### config.mk
export PLATFORM = sky130hd
export DESIGN_NAME = pipeCore
export DESIGN_NICKNAME = d
export VERILOG_FILES = /design/src/source/pipePkg.sv /design/src/source/regFile.sv /design/src/source/hazard.sv /design/src/source/fetchUnit.sv /design/src/source/decodeStage.sv /design/src/source/execStage.sv /design/src/source/memStage.sv /design/src/source/pipeCore.sv
export SDC_FILE = /design/constraint.sdc
export NUM_CORES = 1
export LEC_CHECK = 0
export BUFFER_PORTS_ARGS = -buffer_cell sky130_fd_sc_hd__buf_2
export CAP_MARGIN = 30
export CORE_MARGIN = 3
export CORE_UTILIZATION = 40
export CTS_CLUSTER_SIZE = 8
export DETAILED_ROUTE_END_ITERATION = 16
export GPL_TIMING_DRIVEN = 0
export PLACE_DENSITY = 0.54
export RECOVER_POWER = 100
export SYNTH_ARGS = -nofsm -noshare
export SYNTH_HDL_FRONTEND = slang
export SYNTH_HIERARCHICAL = 1
export SYNTH_SLANG_ARGS = --single-unit
### constraint.sdc
create_clock -name clk -period 6.71 [get_ports clk]
set_input_delay 1.342 -clock clk [delete_from_list [all_inputs] [get_ports clk]]
set_output_delay 1.342 -clock clk [all_outputs]
set_load 0.02 [all_outputs]
### src/source/pipePkg.sv
`default_nettype none

package pipePkg;

  // opcode sits in the top nibble of every instruction
  typedef enum logic [3:0] {
    NOP  = 4'd0,
    ADD  = 4'd1,
    SUB  = 4'd2,
    AND  = 4'd3,
    ADDI = 4'd4,
    LDR  = 4'd5,
    STR  = 4'd6,
    B    = 4'd7,
    BZ   = 4'd8
  } opT;

  // eight architectural registers
  typedef logic [2:0] regIdxT;

  typedef logic [15:0] wordT;

  // one instruction word seen through two field layouts
  typedef union packed {
    // register form for add, sub and and
    struct packed {
      opT         op;
      regIdxT     rd;
      regIdxT     rn;
      regIdxT     rm;
      logic [2:0] unused;
    } rType;
    // immediate form, also used by loads, stores and branches
    struct packed {
      opT                op;
      regIdxT            rd;
      regIdxT            rn;
      logic signed [5:0] imm;
    } iType;
  } instrWordT;

  // operand source selects for the execute stage
  localparam logic [1:0] fwdNone = 2'b00;
  localparam logic [1:0] fwdWb   = 2'b01;
  localparam logic [1:0] fwdMem  = 2'b10;

endpackage

`default_nettype wire

### src/source/regFile.sv
`timescale 1ns/1ps
`default_nettype none

module regFile (
  input  logic            clk,
  input  logic            rst,
  input  pipePkg::regIdxT ra1,
  input  pipePkg::regIdxT ra2,
  output pipePkg::wordT   rd1,
  output pipePkg::wordT   rd2,
  input  logic            we,
  input  pipePkg::regIdxT wa,
  input  pipePkg::wordT   wd
);

  pipePkg::wordT regs [0:7];

  // single write port, written at the clock edge
  always_ff @(posedge clk)
  begin
    if (rst)
    begin
      for (int i = 0; i < 8; i++)
        regs[i] <= '0;
    end
    else if (we)
      regs[wa] <= wd;
  end

  // a register written this cycle reads as its new value,
  // so decode never needs a forward from writeback
  assign rd1 = (we && (wa == ra1)) ? wd : regs[ra1];
  assign rd2 = (we && (wa == ra2)) ? wd : regs[ra2];

endmodule

`default_nettype wire

### src/source/hazard.sv
`timescale 1ns/1ps
`default_nettype none

module hazard (
  input  logic       clk,
  input  logic       rst,
  input  logic       matchAEM, matchAEW, matchBEM, matchBEW,
  input  logic       matchDE,
  input  logic       regWriteM, regWriteW,
  input  logic       memToRegE,
  input  logic       branchTakenE,
  input  logic       dStall,
  output logic [1:0] forwardA, forwardB,
  output logic       stallF, stallD, stallE, stallM,
  output logic       flushD, flushE, flushW
);

  logic ldrStallD;

  // memory stage holds the younger result, so it wins over writeback
  always_comb
  begin
    if (matchAEM && regWriteM)
      forwardA = pipePkg::fwdMem;
    else if (matchAEW && regWriteW)
      forwardA = pipePkg::fwdWb;
    else
      forwardA = pipePkg::fwdNone;

    if (matchBEM && regWriteM)
      forwardB = pipePkg::fwdMem;
    else if (matchBEW && regWriteW)
      forwardB = pipePkg::fwdWb;
    else
      forwardB = pipePkg::fwdNone;
  end

  // load in execute feeding the instruction in decode
  assign ldrStallD = matchDE & memToRegE;

  // load-use holds fetch and decode and sends a bubble into execute
  // data port wait freezes F to M, writeback gets a bubble each cycle
  assign stallF = ldrStallD | dStall;
  assign stallD = ldrStallD | dStall;
  assign stallE = dStall;
  assign stallM = dStall;
  assign flushD = branchTakenE;
  assign flushE = ldrStallD | branchTakenE;
  assign flushW = dStall;

  // stage registers give stall priority, so a flush is only
  // dropped while the whole pipe waits on memory
  assert property (@(posedge clk) disable iff (rst)
    ((stallD && flushD) || (stallE && flushE)) |-> dStall);

  // the spare select code is never produced
  assert property (@(posedge clk) disable iff (rst)
    (forwardA != 2'b11) && (forwardB != 2'b11));

endmodule

`default_nettype wire

### src/source/fetchUnit.sv
`timescale 1ns/1ps
`default_nettype none

module fetchUnit (
  input  logic               clk,
  input  logic               rst,
  input  logic               stallF,
  input  logic               stallD,
  input  logic               flushD,
  input  logic               branchTakenE,
  input  pipePkg::wordT      branchTargetE,
  input  pipePkg::wordT      imemData,
  output pipePkg::wordT      imemAddr,
  output pipePkg::instrWordT instrD,
  output pipePkg::wordT      pcD
);

  pipePkg::wordT pcF;

  // word-addressed pc, one instruction per step
  always_ff @(posedge clk)
  begin
    if (rst)
      pcF <= '0;
    else if (!stallF)
      pcF <= branchTakenE ? branchTargetE : pcF + 16'd1;
  end

  assign imemAddr = pcF;

  // fetch-to-decode register, all zero decodes as nop
  always_ff @(posedge clk)
  begin
    if (rst)
      instrD <= '0;
    else if (!stallD)
      instrD <= flushD ? '0 : imemData;
  end

  // pc of the decode instruction, needed for branch targets
  always_ff @(posedge clk)
  begin
    if (!stallD)
      pcD <= pcF;
  end

endmodule

`default_nettype wire

### src/source/decodeStage.sv
`timescale 1ns/1ps
`default_nettype none

module decodeStage (
  input  logic               clk,
  input  logic               rst,
  input  logic               stallE,
  input  logic               flushE,
  input  pipePkg::instrWordT instrD,
  input  pipePkg::wordT      pcD,
  input  pipePkg::wordT      rd1,
  input  pipePkg::wordT      rd2,
  output pipePkg::regIdxT    ra1,
  output pipePkg::regIdxT    ra2,
  output logic               matchDE,
  output pipePkg::regIdxT    rnE, rmE, rdE,
  output pipePkg::wordT      srcAE, srcBE, storeDataE, immE, pcE,
  output pipePkg::opT        opE,
  output logic               regWriteE, memToRegE, memWriteE
);

  pipePkg::opT     opD;
  pipePkg::regIdxT rdD;
  pipePkg::wordT   immD;
  logic            useA, useB;
  logic            regWriteD, memToRegD, memWriteD;

  always_comb
  begin
    // undefined opcodes fall through as nop
    opD       = pipePkg::NOP;
    rdD       = instrD.rType.rd;
    ra1       = instrD.rType.rn;
    ra2       = instrD.rType.rm;
    immD      = '0;
    useA      = 1'b0;
    useB      = 1'b0;
    regWriteD = 1'b0;
    memToRegD = 1'b0;
    memWriteD = 1'b0;
    case (instrD.rType.op)
      pipePkg::ADD, pipePkg::SUB, pipePkg::AND:
      begin
        opD       = instrD.rType.op;
        useA      = 1'b1;
        useB      = 1'b1;
        regWriteD = 1'b1;
      end
      pipePkg::ADDI, pipePkg::LDR, pipePkg::STR, pipePkg::B, pipePkg::BZ:
      begin
        opD  = instrD.iType.op;
        rdD  = instrD.iType.rd;
        ra1  = instrD.iType.rn;
        // store data and the zero test both come from rd
        ra2  = instrD.iType.rd;
        immD = {{10{instrD.iType.imm[5]}}, instrD.iType.imm};
        // these three add rn and the immediate
        useA      = opD inside {pipePkg::ADDI, pipePkg::LDR, pipePkg::STR};
        useB      = opD inside {pipePkg::STR, pipePkg::BZ};
        regWriteD = opD inside {pipePkg::ADDI, pipePkg::LDR};
        memToRegD = (opD == pipePkg::LDR);
        memWriteD = (opD == pipePkg::STR);
      end
      default:
      begin
      end
    endcase
  end

  // raw source match against execute, hazard decides if it is a load
  assign matchDE = (useA && (ra1 == rdE)) || (useB && (ra2 == rdE));

  // control half of the decode-to-execute register
  always_ff @(posedge clk)
  begin
    if (rst)
    begin
      opE       <= pipePkg::NOP;
      regWriteE <= 1'b0;
      memToRegE <= 1'b0;
      memWriteE <= 1'b0;
    end
    else if (!stallE)
    begin
      opE       <= flushE ? pipePkg::NOP : opD;
      regWriteE <= regWriteD & ~flushE;
      memToRegE <= memToRegD & ~flushE;
      memWriteE <= memWriteD & ~flushE;
    end
  end

  // operand half, srcB already carries the immediate where the alu needs it
  always_ff @(posedge clk)
  begin
    if (!stallE)
    begin
      rnE        <= ra1;
      rmE        <= ra2;
      rdE        <= rdD;
      srcAE      <= rd1;
      srcBE      <= useA ? immD : rd2;
      storeDataE <= rd2;
      immE       <= immD;
      pcE        <= pcD;
    end
  end

  // decode squashes bad opcodes before they leave this stage
  assert property (@(posedge clk) disable iff (rst) opE <= pipePkg::BZ);

endmodule

`default_nettype wire

### src/source/execStage.sv
`timescale 1ns/1ps
`default_nettype none

module execStage (
  input  logic            clk,
  input  logic            rst,
  input  logic            stallM,
  input  pipePkg::regIdxT rnE, rmE, rdE,
  input  pipePkg::wordT   srcAE, srcBE, storeDataE, immE, pcE,
  input  pipePkg::opT     opE,
  input  logic            regWriteE, memToRegE, memWriteE,
  input  logic [1:0]      forwardA, forwardB,
  input  pipePkg::wordT   resultM, resultW,
  input  pipePkg::regIdxT wregW,
  output logic            matchAEM, matchAEW, matchBEM, matchBEW,
  output logic            branchTakenE,
  output pipePkg::wordT   branchTargetE,
  output pipePkg::wordT   aluOutM, storeDataM,
  output pipePkg::regIdxT wregM,
  output logic            regWriteM, memReadM, memWriteM
);

  pipePkg::wordT aE, regBE, aluB, aluOut;
  pipePkg::wordT heldA, heldB;
  logic          holdE;

  assign matchAEM = (rnE == wregM);
  assign matchAEW = (rnE == wregW);
  assign matchBEM = (rmE == wregM);
  assign matchBEW = (rmE == wregW);

  // writeback is flushed during a memory wait, so an operand forwarded
  // from there in the first stalled cycle is kept in heldA/heldB
  always_comb
  begin
    if (forwardA == pipePkg::fwdMem)
      aE = resultM;
    else if (holdE)
      aE = heldA;
    else if (forwardA == pipePkg::fwdWb)
      aE = resultW;
    else
      aE = srcAE;

    if (forwardB == pipePkg::fwdMem)
      regBE = resultM;
    else if (holdE)
      regBE = heldB;
    else if (forwardB == pipePkg::fwdWb)
      regBE = resultW;
    else
      regBE = storeDataE;
  end

  // set while execute still holds last cycle's instruction
  always_ff @(posedge clk)
  begin
    if (rst)
      holdE <= 1'b0;
    else
      holdE <= stallM;
  end

  always_ff @(posedge clk)
  begin
    heldA <= aE;
    heldB <= regBE;
  end

  // addi, ldr and str take the immediate from srcB
  assign aluB = (opE inside {pipePkg::ADDI, pipePkg::LDR, pipePkg::STR}) ? srcBE : regBE;

  always_comb
  begin
    case (opE)
      pipePkg::SUB: aluOut = aE - aluB;
      pipePkg::AND: aluOut = aE & aluB;
      // add, addi and the load/store address
      default:      aluOut = aE + aluB;
    endcase
  end

  // bz tests the forwarded rd value
  assign branchTakenE  = (opE == pipePkg::B) || ((opE == pipePkg::BZ) && (regBE == '0));
  assign branchTargetE = pcE + 16'd1 + immE;

  always_ff @(posedge clk)
  begin
    if (rst)
    begin
      regWriteM <= 1'b0;
      memReadM  <= 1'b0;
      memWriteM <= 1'b0;
    end
    else if (!stallM)
    begin
      regWriteM <= regWriteE;
      memReadM  <= memToRegE;
      memWriteM <= memWriteE;
    end
  end

  always_ff @(posedge clk)
  begin
    if (!stallM)
    begin
      aluOutM    <= aluOut;
      storeDataM <= regBE;
      wregM      <= rdE;
    end
  end

endmodule

`default_nettype wire

### src/source/memStage.sv
`timescale 1ns/1ps
`default_nettype none

module memStage #(
  parameter int ADDR_W = 8
) (
  input  logic              clk,
  input  logic              rst,
  input  logic              stallM,
  input  logic              flushW,
  input  pipePkg::wordT     aluOutM,
  input  pipePkg::wordT     storeDataM,
  input  pipePkg::regIdxT   wregM,
  input  logic              regWriteM, memReadM, memWriteM,
  output logic              wbCyc, wbStb, wbWe,
  output logic [ADDR_W-1:0] wbAdr,
  output pipePkg::wordT     wbDatOut,
  input  pipePkg::wordT     wbDatIn,
  input  logic              wbAck,
  output logic              dStall,
  output pipePkg::wordT     resultM,
  output logic              regWriteW,
  output pipePkg::regIdxT   wregW,
  output pipePkg::wordT     resultW
);

  logic memReqM;
  logic ackSeen;

  assign memReqM = memReadM | memWriteM;

  // an access just finished and the stage moved on
  always_ff @(posedge clk)
  begin
    if (rst)
      ackSeen <= 1'b0;
    else
      ackSeen <= wbAck & ~stallM;
  end

  // cyc and stb drop for one cycle after every ack,
  // even when the next instruction is also a memory access
  assign wbStb    = memReqM & ~ackSeen;
  assign wbCyc    = wbStb;
  assign wbWe     = memWriteM;
  // word address straight from the alu
  assign wbAdr    = aluOutM[ADDR_W-1:0];
  assign wbDatOut = storeDataM;

  // pending access without ack, covers the idle cycle after an ack too
  assign dStall = memReqM & ~wbAck;

  // load data is only valid with ack, which is also when the stage advances
  assign resultM = memReadM ? wbDatIn : aluOutM;

  // memory-to-writeback register
  always_ff @(posedge clk)
  begin
    if (rst || flushW)
      regWriteW <= 1'b0;
    else
      regWriteW <= regWriteM;
  end

  always_ff @(posedge clk)
  begin
    wregW   <= wregM;
    resultW <= resultM;
  end

  // classic bus rule, held through wait states by the stage stall
  assert property (@(posedge clk) disable iff (rst)
    (wbStb && !wbAck) |=> (wbStb && $stable(wbAdr) && $stable(wbDatOut)));

endmodule

`default_nettype wire

### src/source/pipeCore.sv
`timescale 1ns/1ps
`default_nettype none

module pipeCore #(
  parameter int ADDR_W = 8
) (
  input  logic              clk,
  input  logic              rst,
  output pipePkg::wordT     imemAddr,
  input  pipePkg::wordT     imemData,
  output logic              wbCyc, wbStb, wbWe,
  output logic [ADDR_W-1:0] wbAdr,
  output pipePkg::wordT     wbDatOut,
  input  pipePkg::wordT     wbDatIn,
  input  logic              wbAck
);

  // hazard control
  logic       stallF, stallD, stallE, stallM;
  logic       flushD, flushE, flushW;
  logic [1:0] forwardA, forwardB;
  logic       matchAEM, matchAEW, matchBEM, matchBEW, matchDE;
  logic       dStall;

  // fetch to decode
  pipePkg::instrWordT instrD;
  pipePkg::wordT      pcD;

  // register file read side
  pipePkg::regIdxT ra1, ra2;
  pipePkg::wordT   rd1, rd2;

  // execute stage
  pipePkg::regIdxT rnE, rmE, rdE;
  pipePkg::wordT   srcAE, srcBE, storeDataE, immE, pcE;
  pipePkg::opT     opE;
  logic            regWriteE, memToRegE, memWriteE;
  logic            branchTakenE;
  pipePkg::wordT   branchTargetE;

  // memory stage
  pipePkg::wordT   aluOutM, storeDataM, resultM;
  pipePkg::regIdxT wregM;
  logic            regWriteM, memReadM, memWriteM;

  // writeback, also the register file write port
  pipePkg::wordT   resultW;
  pipePkg::regIdxT wregW;
  logic            regWriteW;

  regFile regFileI (
    .clk, .rst, .ra1, .ra2, .rd1, .rd2,
    .we(regWriteW),
    .wa(wregW),
    .wd(resultW)
  );

  hazard hazardI (.*);

  fetchUnit fetchI (.*);

  decodeStage decodeI (.*);

  execStage execI (.*);

  // only this stage sees the bus address width
  memStage #(
    .ADDR_W(ADDR_W)
  ) memI (.*);

endmodule

`default_nettype wire

==> qor.txt, run 1 <==
Final sum of negative setup slack -> 0 ps
Number of placement rows -> 78
Critical register-to-register path endpoint -> execI/aluOutM[15]$_DFFE_PN_
Top-Level Pins -> 78
Final HPWL DP -> 35,000 µm
TritonCTS buffer count -> 50
Synth Net Count -> 1,550
Final setup violation count -> 0
Total overflow reported by the global router -> 0
Start-to-end type of the worst setup path -> reg2reg
Post-cts sizing count -> 0
Flip-flop count of the largest register, all copies and words added -> 128
Cell area power density -> 309 nW/µm²
Final net count -> 1,680
Clock network fraction of design power -> 36.7%
Max Clock Freq -> 164 MHz
Clock period minus final worst setup slack -> 6090 ps
Synthesis warning total -> 6
Setup repair after global routing missed its margin -> false
Power share of the sequential group -> 44.8%
Post-detailed-routing wire length -> 49,400 µm
Signal arrival time at the worst endpoint -> 6420 ps
Detailed Route Iter0 Violations -> 764
#FFs+latches synth -> 354
Total standard cell area after synthesis -> 18,800 µm²
Mean post-synth cell area -> 12.7 µm²
Final worst-path cycle share -> 90.7%
Via-to-Cell Ratio -> 5.51
Total Power -> 0.00655 W
Pin count of the biggest net entering global routing -> 64
Via total after detailed routing -> 12,300
Post-Route Skew -> 45.8 ps
EDFF count, synth -> 258
Synthesized instance count -> 1,480
Depth of the CTS H-tree -> 2
Required time of the worst setup path -> 7040 ps
Most frequently used flop master after synthesis -> sky130_fd_sc_hd__edfxtp_1
Count of TritonRoute iterations in the first routing pass -> 5
Violations in the final reports -> capacitance limit, slew limit
Design internal power -> 0.00464 W
Largest vdd supply drop -> 199 µV
Diode insertion count for antenna repair -> 0
Total count of hold-check failures in the final report -> 0
Reg-to-reg critical path startpoint -> execI/wregM[1]$_DFFE_PN_
Clk sink count -> 354
Worst setup EP type -> flip-flop
Maximum net fanout on the critical path -> 10
Cell area after layout -> 21,200 µm²
Nature of the critical path startpoint -> flip-flop
Clock tree from TritonCTS -> done
Sw frac -> 29.1%
Total setup buffers inserted after CTS -> 0
Root buf cell -> sky130_fd_sc_hd__clkbuf_16
FFs w/ async S/R, synth -> 0%
First-pass GRT wire length -> 75,900 µm
HP Start -> fetchI/pcD[9]$_DFFE_PN_
Average wire per cell in the routed design -> 22.0 µm
Top library cells by usage in the layout, fill and taps aside -> sky130_fd_sc_hd__edfxtp_1, sky130_fd_sc_hd__clkbuf_1, sky130_fd_sc_hd__nor2_1, sky130_fd_sc_hd__dfxtp_1, sky130_fd_sc_hd__and2_0
Run status -> finished, violations left
Hold path cells -> 0
Combinational Power Share -> 18.5%
Die boundary height -> 223 µm
Biggest register -> regFileI/regs
Synthesis-to-layout area growth -> 12.9%
R2R cell count -> 23
Sink of the worst hold path -> decodeI/pcE[9]$_DFFE_PN_
Overall die area -> 49,600 µm²
Count of input and output buffers -> 77
Detailed-route DRC error count -> 0
Insertion delay of the later-clocked pin in the worst-skew pair -> 600 ps
Layout cell share with drive strength beyond 1 -> 13.8%
Initial cell density of the core -> 40.9%
Count of final max-slew check failures -> 132
Vias in the first global route -> 12,600
Leading cell type in the layout, fill and taps excluded -> sky130_fd_sc_hd__edfxtp_1
DRT antenna net count -> 0
Initial antenna violation count -> 0
Core ar. -> 45,900 µm²
Net switching power -> 0.00191 W
Hold-fix buffers, CTS -> 0
Normalized max-slew margin -> -151%
Type of the worst min-delay path -> reg2reg
Unique cell type count in the Yosys netlist -> 92
GRT Resource Usage Total -> 19.8%
Leak pwr -> 8.34 nW
Weighted congestion reported at the end of routability-driven placement -> 0.815
Reg-to-reg slack, setup -> 620 ps
Width of the die -> 223 µm
Number of max-cap violations -> 8
Placed cell areas -> 19,900 µm²
Maximum number of buffers from clock root to sink -> 3
Transition at the pin with the smallest max-transition slack -> 3770 ps
Clock transition at the registers of the reported paths -> 50 ps
Post-synthesis sequential area ratio -> 51.5%
==> cells by family after synthesis <==
logic type	Yosys count	synth area share [%]
mux	196	17.2
flops	354	51.5
buf+inv	150	4.60
simple gates	448	13.0
fa+ha+maj	35	2.41
compound gates	233	8.36
xor+xnor	64	2.99
==> worst max path at each step <==
stage / from / to / slack (ps) / cells past startpoint
final: execI/wregM[1]$_DFFE_PN_ / execI/aluOutM[15]$_DFFE_PN_ / 620 / 23
after global placement: execI/wregM[1]$_DFFE_PN_ / execI/aluOutM[15]$_DFFE_PN_ / 980 / 23
after CTS: execI/wregM[2]$_DFFE_PN_ / execI/aluOutM[15]$_DFFE_PN_ / 920 / 23
after detailed placement: execI/wregM[0]$_DFFE_PN_ / execI/aluOutM[15]$_DFFE_PN_ / 910 / 23
after floorplan: wbDatIn[4] / execI/aluOutM[15]$_DFFE_PN_ / 1920 / 18
after global routing: execI/wregM[1]$_DFFE_PN_ / execI/aluOutM[15]$_DFFE_PN_ / 290 / 23
==> synth_stat cells, drive strengths merged, types with 33 or more instances <==
cell type  count  area, µm²
and2         144        912
clkbuf        41        154
ha            33        413
nand2         68        255
a21oi         63        334
mux2i         42        465
mux4          64       1670
edfxtp       258       7750
nor2         102        390
o21ai         54        270
xor2          36        315
dfxtp         96       1920
mux2          90       1090
buf           77        591
==> worst max-delay path, cell delays in order (launching register included) <==
cell	delay, ps
sky130_fd_sc_hd__edfxtp_1	420
sky130_fd_sc_hd__xor2_1	180
sky130_fd_sc_hd__nor3_1	230
sky130_fd_sc_hd__and2_4	250
sky130_fd_sc_hd__nor2_2	90
sky130_fd_sc_hd__buf_4	190
sky130_fd_sc_hd__nor2_1	530
sky130_fd_sc_hd__o21ai_0	200
sky130_fd_sc_hd__a21oi_1	510
sky130_fd_sc_hd__mux2i_1	290
sky130_fd_sc_hd__and4_4	240
sky130_fd_sc_hd__a21oi_1	170
sky130_fd_sc_hd__xor2_1	170
sky130_fd_sc_hd__ha_1	300
sky130_fd_sc_hd__or2_2	320
sky130_fd_sc_hd__and2_0	150
sky130_fd_sc_hd__o21ai_0	220
sky130_fd_sc_hd__a221oi_1	150
sky130_fd_sc_hd__o21ai_0	410
sky130_fd_sc_hd__a21oi_1	130
sky130_fd_sc_hd__a211oi_1	310
sky130_fd_sc_hd__xnor2_1	160
sky130_fd_sc_hd__a22oi_1	140
sky130_fd_sc_hd__o21ai_0	110
==> routing by layer <==
metal | global-route usage, % | part of all wire (%) | up-vias
met2 | 32.6 | 47 | 328
li1 | - | - | 5787
met1 | 27.6 | 46 | 6155
met5 | 0 | 0 | -
met3 | 2.75 | 4.7 | 71
met4 | 5.31 | 2.2 | 0
==> through the flow <==
| stage | util [%] | instances | hold WS [ps] | worst slack [ps] |
|---|---|---|---|---|
| after floorplan | - | 1480 | 400 | 1920 |
| after global placement | 43.4 | 2157 | 400 | 975 |
| after detailed placement | 43.5 | 2158 | 405 | 915 |
| after CTS | 46.7 | 2241 | 413 | 917 |
| after global routing | 46.2 | 2241 | 419 | 290 |
| final | 46.2 | 2241 | 414 | 623 |
==> cell type report <==
class	instances	area (µm²)
inverter	32	121
clock inverter	2	60.1
clock buffer	81	1420
timing repair buffer	78	335
sequential	354	9670
multi-input combinational	976	8130
tap	600	751
buffer	118	701
fill	4267	24700
==> power groups by stage <==
stage               logic, W  registers (W)  clock network, W
floorplan           0.000935        0.00283                 0
global placement     0.00126        0.00297                 0
detailed placement   0.00127        0.00298                 0
CTS                  0.00128        0.00294           0.00246
global route         0.00132        0.00297           0.00255
finish               0.00121        0.00293           0.00240
Note: power is estimated with default switching activity, not from simulation.
==> inputs of run 2 (changes only) <==
--- a/config.mk
+++ b/config.mk
@@ -11,7 +11,6 @@
 export CORE_UTILIZATION = 40
 export CTS_CLUSTER_SIZE = 8
 export DETAILED_ROUTE_END_ITERATION = 16
-export GPL_TIMING_DRIVEN = 0
 export PLACE_DENSITY = 0.54
 export RECOVER_POWER = 100
 export SYNTH_ARGS = -nofsm -noshare
==> run 2 against run 1 <==
Effect of this change: the flow still finishes with violations (capacitance limit, slew limit); die area unchanged; critical path depth did not move; fmax is 1.3% higher; final cell count down 4.1%; non-clock buffer count shrank 91; clock skew fell by 26 ps; setup slack improved by 77 ps; core utilization down 1.3 points; combinational power decreased by 5%; power decreased by 1.7%; hold slack got worse by 0.66 ps; highest routed layer unchanged.
==> qor.txt, run 2 (synthesized netlist as in run 1, its figures left out) <==
Run status -> finished, violations left
Violations in the final reports -> capacitance limit, slew limit
Insertion delay of the later-clocked pin in the worst-skew pair -> 580 ps (-20 ps)
Placed cell areas -> 19,400 µm² (-2.7%)
Initial antenna violation count -> 0 (unchanged)
Detailed-route DRC error count -> 0 (unchanged)
Count of final max-slew check failures -> 478 (+260%)
Count of input and output buffers -> 77 (unchanged)
Vias in the first global route -> 12,100 (-3.7%)
Signal arrival time at the worst endpoint -> 6330 ps (-90 ps)
Pin count of the biggest net entering global routing -> 55 (-14%)
Initial cell density of the core -> 40.9% (unchanged)
Post-Route Skew -> 19.4 ps (-26.4 ps)
Total setup buffers inserted after CTS -> 0 (unchanged)
Overall die area -> 49,600 µm² (unchanged)
Leak pwr -> 8.01 nW (-4.0%)
Top-Level Pins -> 78 (unchanged)
Number of placement rows -> 78 (unchanged)
Final sum of negative setup slack -> 0 ps (unchanged)
Final HPWL DP -> 32,200 µm (-7.9%)
Clock period minus final worst setup slack -> 6010 ps (-77.2 ps)
Final setup violation count -> 0 (unchanged)
Combined buffer and inverter count along the critical path -> 1 (unchanged)
Nature of the critical path startpoint -> flip-flop
Cell family with the largest share of critical-path delay -> simple AND/OR/NAND/NOR gates
Normalized max-slew margin -> -103% (+49 points)
Number of max-cap violations -> 19 (+11)
Worst setup EP type -> flip-flop
Max Clock Freq -> 166 MHz (+1.3%)
Average wire per cell in the routed design -> 23.2 µm (+5.3%)
Synthesis-to-layout area growth -> 9.74%
Via-to-Cell Ratio -> 5.66 (+2.7%)
Setup repair after global routing missed its margin -> false
Die boundary height -> 223 µm (unchanged)
First-pass GRT wire length -> 75,300 µm (-0.73%)
Weighted congestion reported at the end of routability-driven placement -> 0.881 (+8.1%)
Leading cell type in the layout, fill and taps excluded -> sky130_fd_sc_hd__edfxtp_1
Post-cts sizing count -> 0 (unchanged)
GRT Resource Usage Total -> 19.8% (-0.044 points)
TritonCTS buffer count -> 50 (unchanged)
Layout cell share with drive strength beyond 1 -> 11.4% (-2.3 points)
Core ar. -> 45,900 µm² (unchanged)
Chain of cells forming the critical path -> xor2_1 > nor3_1 > and2_0 > nor2_2 > buf_4 > and2b_1 > a221oi_1 > a21oi_1 > mux2i_1 > and4_4 > a21oi_1 > xor2_1 > ha_1 > or2_2 > and2_0 > o21ai_0 > a221oi_1 > o21ai_0 > a21oi_1 > a211oi_1 > xnor2_1 > a22oi_1 > o21ai_0
DRT antenna net count -> 0 (unchanged)
Required time of the worst setup path -> 7030 ps (about the same)
Width of the die -> 223 µm (unchanged)
Maximum net fanout on the critical path -> 14 (+4)
Via total after detailed routing -> 12,200 (-1.5%)
Total overflow reported by the global router -> 0 (unchanged)
Clk sink count -> 354 (unchanged)
Cell area power density -> 313 nW/µm² (+1.1%)
Largest vdd supply drop -> 195 µV (-2.1%)
Detailed Route Iter0 Violations -> 996 (+30%)
Biggest register -> regFileI/regs
Total count of hold-check failures in the final report -> 0 (unchanged)
Top library cells by usage in the layout, fill and taps aside -> sky130_fd_sc_hd__edfxtp_1, sky130_fd_sc_hd__nor2_1, sky130_fd_sc_hd__dfxtp_1, sky130_fd_sc_hd__clkbuf_1, sky130_fd_sc_hd__and2_1
Final worst-path cycle share -> 89.6% (-1.2 points)
Final net count -> 1,589 (-5.4%)
Transition at the pin with the smallest max-transition slack -> 3040 ps (-735 ps)
Depth of the CTS H-tree -> 2 (unchanged)
Post-detailed-routing wire length -> 49,900 µm (+0.91%)
Clock transition at the registers of the reported paths -> 50 ps (about the same)
Cell with the largest stage delay on the worst path -> sky130_fd_sc_hd__and2b_1
Flip-flop count of the largest register, all copies and words added -> 128 (unchanged)
Diode insertion count for antenna repair -> 0 (unchanged)
Delay of the slowest cell on the worst path -> 570 ps (+40 ps)
Hold-fix buffers, CTS -> 0 (unchanged)
Cell area after layout -> 20,600 µm² (-2.8%)
Type of the worst min-delay path -> reg2reg
Start-to-end type of the worst setup path -> reg2reg
Root buf cell -> sky130_fd_sc_hd__clkbuf_16
Clock tree from TritonCTS -> done
Count of TritonRoute iterations in the first routing pass -> 5 (unchanged)
Maximum number of buffers from clock root to sink -> 3 (unchanged)
==> run 2: final timing paths <==
check | start | end | slack [ps] | cells after the start
max | execI/wregM[1]$_DFFE_PN_ | execI/aluOutM[15]$_DFFE_PN_ | 700 | 23
min | fetchI/pcD[12]$_DFFE_PN_ | decodeI/pcE[12]$_DFFE_PN_ | 410 | 0
max reg2reg | execI/wregM[1]$_DFFE_PN_ | execI/aluOutM[15]$_DFFE_PN_ | 700 | 23
min reg2reg | fetchI/pcD[12]$_DFFE_PN_ | decodeI/pcE[12]$_DFFE_PN_ | 410 | 0
==> run 2: layout make-up <==
| type | count | area, µm² |
|---|---|---|
| fillers | 4232 | 25300 |
| flip-flops and latches | 354 | 9670 |
| multi-input cells | 976 | 8150 |
| clock buffers | 78 | 1390 |
| well taps | 600 | 751 |
| repair buffers | 105 | 489 |
| inverters | 32 | 121 |
| clock inverters | 3 | 32.5 |
==> run 2: through the flow <==
step	std cells	util [%]	setup WS, ps	total power [W]	hold slack, ps
5_1_grt	2148	44.9	157	0.00672	422
3_3_place_gp	2065	42.3	1180	0.00418	400
6_report	2148	44.9	701	0.00644	413
2_1_floorplan	1480	-	1920	0.00376	400
3_5_place_dp	2066	42.3	1020	0.00418	405
4_1_cts	2147	45.4	1010	0.00655	411
==> run 2: power by group <==
part           total [W]  switching (W)  internal (W)  leakage [nW]
Sequential       0.00295       0.000301       0.00265          3.62
Clock            0.00234       0.000937       0.00140         0.682
Combinational    0.00115       0.000677      0.000472          3.71
Total            0.00644        0.00192       0.00453          8.01
==> run 2: metal layers <==
| metal | share of wire [%] | global-route usage (%) | vias to the layer above |
|---|---|---|---|
| met5 | 0 | 0 | - |
| met4 | 2.6 | 6.03 | 0 |
| met3 | 5.2 | 2.97 | 71 |
| met2 | 47 | 31.9 | 343 |
| met1 | 45 | 27.7 | 6139 |
| li1 | - | - | 5598 |
